**config.mk**
```make
export PLATFORM = sky130hd
export DESIGN_NAME = rtf_router_top
export DESIGN_NICKNAME = d
export VERILOG_FILES = /design/src/logic/rtf_route_pkg.sv /design/src/logic/rtf_bus_pkg.sv /design/src/logic/route_cfg_if.sv /design/src/logic/rtf_router_top.sv /design/src/logic/output_router.sv /design/src/logic/pulse_gen.sv /design/src/logic/apb_reg_bank.sv
export VERILOG_INCLUDE_DIRS = /design/src /design/src/logic
export SDC_FILE = /design/constraint.sdc
export NUM_CORES = 1
export LEC_CHECK = 0
export BUFFER_PORTS_ARGS = -buffer_cell sky130_fd_sc_hd__buf_2
export CORE_UTILIZATION = 55
export DETAILED_ROUTE_END_ITERATION = 8
export GPL_TIMING_DRIVEN = 1
export PLACE_DENSITY = 0.76
export SKIP_CTS_REPAIR_TIMING = 1
export SYNTH_ARGS = -nofsm -noshare
export SYNTH_HDL_FRONTEND = slang
export SYNTH_HIERARCHICAL = 1
export SYNTH_SLANG_ARGS = --single-unit
```
**constraint.sdc**
```tcl
create_clock -name clk_160 -period 9 [get_ports clk_160]
set_input_delay 0.9 -clock clk_160 [delete_from_list [all_inputs] [get_ports clk_160]]
set_output_delay 0.9 -clock clk_160 [all_outputs]
set_load 0.005 [all_outputs]
```
**src/logic/rtf_cfg.svh**
```systemverilog
`ifndef RTF_CFG_SVH
`define RTF_CFG_SVH

// Trigger and output counts
`define RTF_N_TRIG     16   // Back-panel trigger inputs
`define RTF_N_PULSE    2    // Periodic pulse generators
`define RTF_N_SRC      18   // Triggers 0-15, pulse 0 at 16, pulse 1 at 17
`define RTF_N_NIM      4    // NIM outputs, invertible
`define RTF_N_RJ45     12   // RJ45 outputs
`define RTF_N_OUT      16   // NIM 0-3 then RJ45 4-15

// Field widths
`define RTF_SEL_W      5    // Source select
`define RTF_PERIOD_W   16   // Pulse period in clk_160 cycles
`define RTF_LEN_W      6    // Pulse length in clk_160 cycles

// APB bus widths
`define RTF_ADDR_W     8
`define RTF_DATA_W     32

// Register byte offsets
`define RTF_REG_CTRL   8'h00  // Bit 0 soft clear, self-clearing
`define RTF_REG_PULSE0 8'h04  // Period 15..0, length 21..16, stride 4
`define RTF_REG_MUX0   8'h10  // Select 4..0, invert 8, stride 4

`endif
```
**src/logic/rtf_route_pkg.sv**
```systemverilog
`include "rtf_cfg.svh"

// Trigger routing side of the design
package rtf_route_pkg;

   typedef logic [`RTF_N_TRIG-1:0]   trig_vec_t;   // Back-panel triggers
   typedef logic [`RTF_N_SRC-1:0]    src_vec_t;    // Triggers plus pulses

   // Selects 18 to 31 route constant 0
   typedef logic [`RTF_SEL_W-1:0]    src_sel_t;

   typedef logic [`RTF_PERIOD_W-1:0] period_t;     // 0 holds the generator off
   typedef logic [`RTF_LEN_W-1:0]    pulse_len_t;  // High cycles per period

   typedef logic [`RTF_N_NIM-1:0]    nim_vec_t;    // Front NIM outputs
   typedef logic [`RTF_N_RJ45-1:0]   rj45_vec_t;   // Front RJ45 outputs

endpackage

```
**src/logic/rtf_bus_pkg.sv**
```systemverilog
`include "rtf_cfg.svh"

// APB side of the design
package rtf_bus_pkg;

   // Byte address, low two bits ignored by the slave
   typedef logic [`RTF_ADDR_W-1:0] apb_addr_t;

   // Read and write data word
   typedef logic [`RTF_DATA_W-1:0] apb_data_t;

endpackage

```
**src/logic/route_cfg_if.sv**
```systemverilog
`timescale 1ns/1ps
`include "rtf_cfg.svh"

// Register settings from the APB bank to pulse generators and router
interface route_cfg_if import rtf_route_pkg::*; ();

   logic       soft_clear;                    // One-cycle restart strobe
   period_t    pulse_period [`RTF_N_PULSE];
   pulse_len_t pulse_len    [`RTF_N_PULSE];
   src_sel_t   mux_sel      [`RTF_N_OUT];     // Source per output
   nim_vec_t   nim_inv;                       // NIM outputs only

   // Register bank owns every field
   modport regs
   (
      output soft_clear,
      output pulse_period,
      output pulse_len,
      output mux_sel,
      output nim_inv
   );

   // Pulse generators
   modport pulse
   (
      input soft_clear,
      input pulse_period,
      input pulse_len
   );

   // Output router
   modport router
   (
      input mux_sel,
      input nim_inv
   );

endinterface

```
**src/logic/rtf_router_top.sv**
```systemverilog
`timescale 1ns/1ps
`include "rtf_cfg.svh"

// Trigger routing core
module rtf_router_top import rtf_bus_pkg::*; import rtf_route_pkg::*;
(
   input  logic      clk_160,
   input  logic      reset,

   // APB slave
   input  apb_addr_t paddr,
   input  logic      psel,
   input  logic      penable,
   input  logic      pwrite,
   input  apb_data_t pwdata,
   output apb_data_t prdata,
   output logic      pready,
   output logic      pslverr,

   // Trigger I/O
   input  trig_vec_t trig_in,   // Back panel
   output nim_vec_t  nim_out,
   output rj45_vec_t rj45_out
);

   logic [`RTF_N_PULSE-1:0] pulse; // Pulse generator outputs

   route_cfg_if cfg_if ();

   apb_reg_bank apb_reg_bank_inst
   (
      .clk_160 (clk_160),
      .reset   (reset),
      .paddr   (paddr),
      .psel    (psel),
      .penable (penable),
      .pwrite  (pwrite),
      .pwdata  (pwdata),
      .prdata  (prdata),
      .pready  (pready),
      .pslverr (pslverr),
      .cfg     (cfg_if.regs)
   );

   // One generator per pulse register
   for (genvar k = 0; k < `RTF_N_PULSE; k++)
   begin : gen_pulse
      pulse_gen pulse_gen_inst
      (
         .clk_160    (clk_160),
         .reset      (reset),
         .soft_clear (cfg_if.soft_clear),   // Shared restart
         .period     (cfg_if.pulse_period[k]),
         .length     (cfg_if.pulse_len[k]),
         .pulse      (pulse[k])
      );
   end

   output_router output_router_inst
   (
      .clk_160  (clk_160),
      .reset    (reset),
      .trig_in  (trig_in),
      .pulse    (pulse),
      .cfg      (cfg_if.router),
      .nim_out  (nim_out),
      .rj45_out (rj45_out)
   );

endmodule

```
**src/logic/output_router.sv**
```systemverilog
`timescale 1ns/1ps
`include "rtf_cfg.svh"

// Source select per output, registered
module output_router import rtf_route_pkg::*;
(
   input  logic                    clk_160,
   input  logic                    reset,
   input  trig_vec_t               trig_in,
   input  logic [`RTF_N_PULSE-1:0] pulse,    // Already registered in pulse_gen
   route_cfg_if.router             cfg,
   output nim_vec_t                nim_out,
   output rj45_vec_t               rj45_out
);

   src_vec_t              src;     // Pulses above the triggers
   logic [`RTF_N_OUT-1:0] picked;  // Selected source per output

   assign src = {pulse, trig_in};

   always_comb
   begin
      for (int k = 0; k < `RTF_N_OUT; k++)
      begin
         // Selects past the last source give 0
         if (cfg.mux_sel[k] < `RTF_SEL_W'(`RTF_N_SRC))
         begin
            picked[k] = src[cfg.mux_sel[k]];
         end
         else
         begin
            picked[k] = 1'b0;
         end
      end
   end

   always_ff @(posedge clk_160)
   begin
      if (reset)
      begin
         nim_out  <= '0;
         rj45_out <= '0;
      end
      else
      begin
         nim_out  <= picked[`RTF_N_NIM-1:0] ^ cfg.nim_inv; // Invert after select
         rj45_out <= picked[`RTF_N_OUT-1:`RTF_N_NIM];
      end
   end

endmodule

```
**src/logic/pulse_gen.sv**
```systemverilog
`timescale 1ns/1ps
`include "rtf_cfg.svh"

// Periodic pulse, restartable
module pulse_gen import rtf_route_pkg::*;
(
   input  logic       clk_160,
   input  logic       reset,
   input  logic       soft_clear,  // Restart from count 0
   input  period_t    period,      // 0 disables
   input  pulse_len_t length,
   output logic       pulse
);

   period_t count; // Position within the period

   always_ff @(posedge clk_160)
   begin
      if (reset)
      begin
         count <= '0;
         pulse <= 1'b0;
      end
      else
      begin
         // Wrap at period-1, also catches a period shrunk below count
         if (soft_clear || (period == '0) || (count >= period_t'(period - 1'b1)))
         begin
            count <= '0;
         end
         else
         begin
            count <= count + 1'b1;
         end

         // Length >= period gives a steady high
         pulse <= (period != '0) && (count < period_t'(length));
      end
   end

endmodule

```
**src/logic/apb_reg_bank.sv**
```systemverilog
`timescale 1ns/1ps
`include "rtf_cfg.svh"

// APB slave, zero wait states
module apb_reg_bank import rtf_bus_pkg::*;
(
   input  logic      clk_160,
   input  logic      reset,
   input  apb_addr_t paddr,
   input  logic      psel,
   input  logic      penable,
   input  logic      pwrite,
   input  apb_data_t pwdata,
   output apb_data_t prdata,
   output logic      pready,
   output logic      pslverr,
   route_cfg_if.regs cfg
);

   localparam int WORD_W   = `RTF_ADDR_W - 2;       // Word index width
   localparam int PULSE_IW = $clog2(`RTF_N_PULSE);
   localparam int MUX_IW   = $clog2(`RTF_N_OUT);
   localparam int NIM_IW   = $clog2(`RTF_N_NIM);
   localparam int LEN_LSB  = 16;                    // Length field in pulse reg
   localparam int INV_BIT  = 8;                     // Invert bit in mux reg

   logic [WORD_W-1:0] word;
   logic [WORD_W-1:0] pulse_off;  // Word offset from first pulse reg
   logic [WORD_W-1:0] mux_off;    // Word offset from first mux reg
   logic              hit_ctrl;
   logic              hit_pulse;
   logic              hit_mux;
   logic              hit_nim;    // Mux reg with a stored invert bit
   logic              access;
   logic              wr_en;

   assign word      = paddr[`RTF_ADDR_W-1:2]; // Byte lanes ignored
   assign pulse_off = word - WORD_W'(`RTF_REG_PULSE0 >> 2);
   assign mux_off   = word - WORD_W'(`RTF_REG_MUX0 >> 2);

   // Offsets below the base wrap high and miss
   assign hit_ctrl  = word == WORD_W'(`RTF_REG_CTRL >> 2);
   assign hit_pulse = pulse_off < WORD_W'(`RTF_N_PULSE);
   assign hit_mux   = mux_off < WORD_W'(`RTF_N_OUT);
   assign hit_nim   = hit_mux && (mux_off < WORD_W'(`RTF_N_NIM));

   assign access  = psel && penable;                          // Access phase
   assign wr_en   = access && pwrite;
   assign pready  = access;                                   // Never stalls
   assign pslverr = access && !(hit_ctrl || hit_pulse || hit_mux);

   // Read data, unused bits 0
   always_comb
   begin
      prdata = '0; // Control reg and holes read 0
      if (hit_pulse)
      begin
         prdata[`RTF_PERIOD_W-1:0]       = cfg.pulse_period[pulse_off[PULSE_IW-1:0]];
         prdata[LEN_LSB +: `RTF_LEN_W]   = cfg.pulse_len[pulse_off[PULSE_IW-1:0]];
      end
      else if (hit_mux)
      begin
         prdata[`RTF_SEL_W-1:0] = cfg.mux_sel[mux_off[MUX_IW-1:0]];
         if (hit_nim)
         begin
            prdata[INV_BIT] = cfg.nim_inv[mux_off[NIM_IW-1:0]]; // RJ45 has no invert
         end
      end
   end

   // Register writes land at the end of the access cycle
   always_ff @(posedge clk_160)
   begin
      if (reset)
      begin
         cfg.soft_clear <= 1'b0;
         cfg.nim_inv    <= '0;
         for (int k = 0; k < `RTF_N_PULSE; k++)
         begin
            cfg.pulse_period[k] <= '0;
            cfg.pulse_len[k]    <= '0;
         end
         for (int k = 0; k < `RTF_N_OUT; k++)
         begin
            cfg.mux_sel[k] <= '0; // All outputs on trigger 0
         end
      end
      else
      begin
         // High for one cycle only, never stored
         cfg.soft_clear <= wr_en && hit_ctrl && pwdata[0];

         if (wr_en && hit_pulse)
         begin
            cfg.pulse_period[pulse_off[PULSE_IW-1:0]] <= pwdata[`RTF_PERIOD_W-1:0];
            cfg.pulse_len[pulse_off[PULSE_IW-1:0]]    <= pwdata[LEN_LSB +: `RTF_LEN_W];
         end

         if (wr_en && hit_mux)
         begin
            cfg.mux_sel[mux_off[MUX_IW-1:0]] <= pwdata[`RTF_SEL_W-1:0];
            if (hit_nim)
            begin
               cfg.nim_inv[mux_off[NIM_IW-1:0]] <= pwdata[INV_BIT];
            end
         end
      end
   end

endmodule

```
Yosys cells after proc, flatten, opt, wreduce, memory -nomap -nowiden:

Cells that the tools add are included.

* add/subtract/negate cells: 6
* magnitude comparators: 45
* muxes and demuxes: 66
* bitwise logic cells: 15
* reductions and logical operators: 40

Operators with widths (number)
* 5-bit by 6-bit < comparator with 1-bit output, second input constant: 16
* 1-bit binary-select mux with 5-bit select: 16
* 80-bit bitwise mux: 1
* 5-bit < comparator, second input constant: 16
* 16-bit 2-to-1 mux: 4
* 16-bit by 1-bit adder with 16-bit output, second input constant: 2
* 32-bit bitwise mux: 1
* 16-bit >= comparator: 2
* 16-bit zero test: 2
* 16-bit by 6-bit < comparator with 1-bit output: 2
* 16-bit nonzero test: 2
* 16-bit by 1-bit subtractor with 16-bit output, second input constant: 2
* 2-bit OR reduction: 14
* 1-bit 2-to-1 mux: 25
* 5-bit 2-to-1 mux: 5
* 6-bit 2-to-1 mux: 4
* 5-bit binary-select mux with 4-bit select: 1
* 5-bit demux with 4-bit select: 1
* 16-bit demux with 1-bit select: 1
* 1-bit logical AND: 13
* 13-bit 2-to-1 mux: 1
* 12-bit bitwise mux: 1
* 1-bit NOT: 12
* 6-bit demux with 1-bit select: 1
* 22 further kinds: 27

* register bits: 179
* bits of input ports: 61
* output and inout bits: 50
* word-level logic and storage cells: 211

Depth between registers and ports, before layout:

* word-level depth: 7
* mapped depth: 13
* mapped depth without buffers: 12

By module:

Netlist, hierarchy kept.

By module, submodules not included
* apb_reg_bank: instances 1, cells an instance 622, area each 6789.0 um^2, seq. area each 2582.5 um^2
* pulse_gen: instances 2, cells an instance 186, area each 1537.7 um^2, seq. area each 340.3 um^2
* output_router: instances 1, cells an instance 265, area each 2991.6 um^2, seq. area each 320.3 um^2

Least setup slack after synthesis:

Ideal clock, no wire load.

* path kind: in2out
* start: input paddr[3]
* end: output prdata[1]
* arrival: 2.904 ns
* data required time: 8.100 ns
* setup slack: 5.196 ns
* stages on the path: 11
* buffers on the path: 5
* cell sequence: buf_2 > buf_2 > buf_2 > inv_1 > ha_1 > buf_2 > nor3_1 > a31o_2 > nand2_1 > buf_2 > o22ai_1

* word-level cells in the longest chain between the ends: 7
* elaborated cells on any way between the ends: 10
* those cells by class: 2 x add/sub; 2 x order compare; 5 x mux; 1 x bitwise

Ends and longest elaborated chain
* start: declaration: RTL line rtf_router_top.sv:11 `input apb_addr_t paddr,`
* 6-bit by 3-bit subtractor with 6-bit output: RTL line apb_reg_bank.sv:39 `` assign mux_off = word - WORD_W'(`RTF_REG_MUX0 >> 2); ``
* 4-bit NOT with 5-bit output (implied by the code): RTL line apb_reg_bank.sv:63 `` prdata[`RTF_SEL_W-1:0] = cfg.mux_sel[mux_off[MUX_IW-1:0]]; ``
* 5-bit binary-select mux with 4-bit select: RTL line apb_reg_bank.sv:63
* 5-bit 2-to-1 mux (implied by the code) (2 in a row): RTL line apb_reg_bank.sv:63
* 5-bit 2-to-1 mux: RTL line apb_reg_bank.sv:61 `else if (hit_mux)`
* 5-bit 2-to-1 mux *: RTL line apb_reg_bank.sv:56 `if (hit_pulse)`
* end: declaration: RTL line rtf_router_top.sv:16 `output apb_data_t prdata,`

Every way passes the cells marked *; elsewhere a longest branch is shown, timed or not. The select of a mux whose other input is x is not followed.

Worst setup path in the final report:

* start: input paddr[2]
* end: output prdata[1]

Same word-level chain as after synthesis.

==> insert_results.sql <==
INSERT INTO impl_metrics (metric_group, metric, value, unit) VALUES
('outcome', 'outcome', 'finished clean', ''),
('synth', 'async_reset_ff_frac', '0', ''),
('route', 'drt-wirelength-per-cell', '21.5', 'um'),
('floorplanning', 'ioPinCount', '111', ''),
('power', 'pwr-share-clk', '0.447', ''),
('setup_path', 'worstPathRequired', '8100', 'ps'),
('power', 'switch_pwr', '0.000467', 'W'),
('route', 'drcViolationCount', '0', ''),
('clock_network', 'cts_tree', 'built', ''),
('floorplanning', 'floorplan.die.height', '155', 'um'),
('global_routing', 'grt_antenna_before_repair', '0', ''),
('synth', 'post_synthesis_cell_type_count', '61', ''),
('timing', 'setup_tns', '0', 'ps'),
('synth', 'synthTopCellsByArea', 'sky130_fd_sc_hd__dfxtp_1 28%, sky130_fd_sc_hd__mux2i_1 16%, sky130_fd_sc_hd__mux4_2 12%, sky130_fd_sc_hd__nand2b_1 7.6%, sky130_fd_sc_hd__ha_1 5.6%', ''),
('setup_path', 'worstPathArrival', '4330', 'ps'),
('synth', 'synth.largest_area_cell', 'sky130_fd_sc_hd__dfxtp_1', ''),
('power', 'vdd.ir_drop.worst', '0.0823', 'mV'),
('final_layout', 'antenna-diode-count', '0', ''),
('global_routing', 'largest_net_degree_at_the_start_of_global_routing', '97', ''),
('floorplanning', 'core_area', '22800', 'um^2'),
('power', 'p_leak', '5.93', 'nW'),
('synth', 'synthMuxAreaShare', '0.298', ''),
('floorplanning', 'die_area', '24000', 'um^2'),
('synth', 'synth.top_cells.by_count', '201 x sky130_fd_sc_hd__mux2i_1, 179 x sky130_fd_sc_hd__dfxtp_1, 157 x sky130_fd_sc_hd__nand2b_1, 76 x sky130_fd_sc_hd__nor2_1, 71 x sky130_fd_sc_hd__mux4_2', ''),
('synth', 'synth_sequential_area_ratio', '0.279', ''),
('setup_path', 'worst_setup_path_start_kind', 'input port', ''),
('route', 'detail-route-antenna-nets', '0', ''),
('final_layout', 'final_layout_size_suffix_gt1_frac', '0.181', ''),
('route', 'postRouteWirelength', '34600', 'um'),
('route', 'detailroute.via_count', '10300', ''),
('floorplanning', 'floorplan.initialDensity', '0.564', ''),
('clock_network', 'cts_buffer_depth', '2', ''),
('power', 'switching_portion_of_total_power', '0.266', ''),
('clock_network', 'number_of_cts_inserted_buffers', '17', ''),
('synth', 'synth-seq-cells', '179', ''),
('clock_network', 'cts.clk_slew.worst_paths', '70', 'ps'),
('route', 'drt_pass_1_iters', '5', ''),
('power', 'power.share.sequential', '0.455', ''),
('synth', 'synth_compound_area_frac', '0.0526', ''),
('power', 'p_int', '0.00129', 'W'),
('synth', 'synthDominantCellAreaShare', '0.279', ''),
('timing', 'slew_headroom', '0.209', ''),
('placement', 'io_buffer_count', '88', ''),
('synth', 'synth_xor_area_frac', '0.0375', ''),
('timing', 'timing.final.crit_share', '0.581', ''),
('synth', 'synthSimpleGateAreaFrac', '0.227', ''),
('placement', 'gp_congestion', '0.862', ''),
('floorplanning', 'floorplan.rows', '55', ''),
('clock_network', 'clkLatencyLatePin', '450', 'ps'),
('timing', 'fin_worst_hold_slack', '499', 'ps'),
('setup_path', 'timing.critical_path.fanout_max', '39', ''),
('timing', 'timing.final.hold_violations', '0', ''),
('setup_path', 'critical_path_class', 'input port to output port', ''),
('route', 'drtIter0Drc', '887', ''),
('clock_network', 'cts.sink_count', '179', ''),
('synth', 'synth_flop_cell', 'sky130_fd_sc_hd__dfxtp_1', ''),
('final_layout', 'fin_nets', '1399', ''),
('placement', 'place_ws', '3840', 'ps'),
('timing', 'clock_skew', '7.02', 'ps'),
('power', 'pwr-share-comb', '0.098', ''),
('final_layout', 'area.growth.synth_to_final', '7.62', '%'),
('clock_network', 'maximum_level_of_the_cts_h_tree', '4', ''),
('setup_path', 'critPathCaptureType', 'output port', ''),
('timing', 'f_max', '191', 'MHz'),
('synth', 'synth_edf_count', '0', ''),
('global_routing', 'vias_in_the_first_global_route', '9772', ''),
('timing', 'finalSetupViolCount', '0', ''),
('synth', 'synth_top_family_by_area', 'multiplexers', ''),
('global_routing', 'grt_residual_overflow', '0', ''),
('power', 'finalPower', '0.00176', 'W'),
('timing', 'slew_violations', '0', '');
stage by stage:
step,cell area [um^2],instances,utilization
6_report,13800,1606,0.607
5_1_grt,13800,1606,0.607
4_1_cts,13800,1606,0.607
3_5_place_dp,13200,1574,0.581
3_3_place_gp,13200,1574,0.581
2_1_floorplan,12900,1268,-
kinds of logic (layout without fill, tap and decap cells):
group,after synthesis,in the layout
other,1,10
xor gates and xnor gates,55,55
adders and majority gates,58,58
and+or+nand+nor,464,464
buffers and inverters,124,149
AOI/OAI and AO/OA,95,95
DFF,179,179
muxes,283,283
cell usage in the layout, fill, tap and decap left out, drive strengths merged, types with 5 or more instances in the layout:
master and n:
mux2i 201, dfxtp 179, nand2b 157, buf 94, mux4 77, nor2 76
ha 58, nand2 45, xnor2 39, nor3 36, nand4 36, nor4 34
inv 28, a21oi 24, nor3b 21, clkbuf 18, nand3 17, xor2 16
a2111oi 16, o21ai 11, conb 10, a22oi 7, clkinv 6, mux2 5
o21a 5, o22ai 5, nor4bb 5, and4 5, or3 5, or4 5
nor4b 5
routing by layer:
layer  global-route usage  vias to the layer above  part of all wire
met1                0.374                     4969              0.41
met3               0.0688                       83             0.088
li1                     -                     4678                 -
met5                    0                        -                 0
met2                0.481                      528              0.48
met4                0.119                        0             0.027
worst max-delay path: stages:
cell and delay (ps):
sky130_fd_sc_hd__buf_2 70, sky130_fd_sc_hd__buf_4 540, sky130_fd_sc_hd__clkinv_1 510, sky130_fd_sc_hd__ha_1 560, sky130_fd_sc_hd__nor3_1 310, sky130_fd_sc_hd__a31o_2 190
sky130_fd_sc_hd__nand2_1 530, sky130_fd_sc_hd__o22ai_1 490, sky130_fd_sc_hd__buf_2 190
registers in the layout (all words and copies together) (netlist names):
name	count
apb_reg_bank_inst/cfg.mux_sel	80
apb_reg_bank_inst/cfg.pulse_period	32
gen_pulse.pulse_gen_inst/count	32
apb_reg_bank_inst/cfg.pulse_len	12
output_router_inst/rj45_out	12
apb_reg_bank_inst/cfg.nim_inv	4
output_router_inst/nim_out	4
gen_pulse.pulse_gen_inst/pulse	2
apb_reg_bank_inst/cfg.soft_clear	1
final cells by class:
cell class              count  area (um^2)  share of cell area
clock buffers              18          439              0.0317
clock inverters            14          171              0.0124
inverters                  23         86.3             0.00624
multi-input cells         965         8680               0.627
flip-flops and latches    179         3580               0.259
well taps                 313          392              0.0283
repair buffers             94          488              0.0353
final timing paths:
check / start / end / cells after the start
setup / recovery: paddr[2] / prdata[1] / 9
hold / removal: apb_reg_bank_inst/cfg.pulse_len[2] / apb_reg_bank_inst/cfg.pulse_len[2] / 2
setup reg to reg: apb_reg_bank_inst/cfg.pulse_period[6] / gen_pulse[1].pulse_gen_inst/count[10] / 10
hold reg to reg: apb_reg_bank_inst/cfg.pulse_len[2] / apb_reg_bank_inst/cfg.pulse_len[2] / 2
power groups by stage:
stage / registers (W) / clock network, W / logic [W]
after floorplan: 0.000817 / 0 / 0.000119
after global placement: 0.000817 / 0 / 0.000164
after detailed placement: 0.000817 / 0 / 0.000167
after CTS: 0.000799 / 0.000794 / 0.000167
after global routing: 0.000799 / 0.000830 / 0.000181
final: 0.000799 / 0.000786 / 0.000172
No activity file was read; power rests on OpenSTA's default activity.
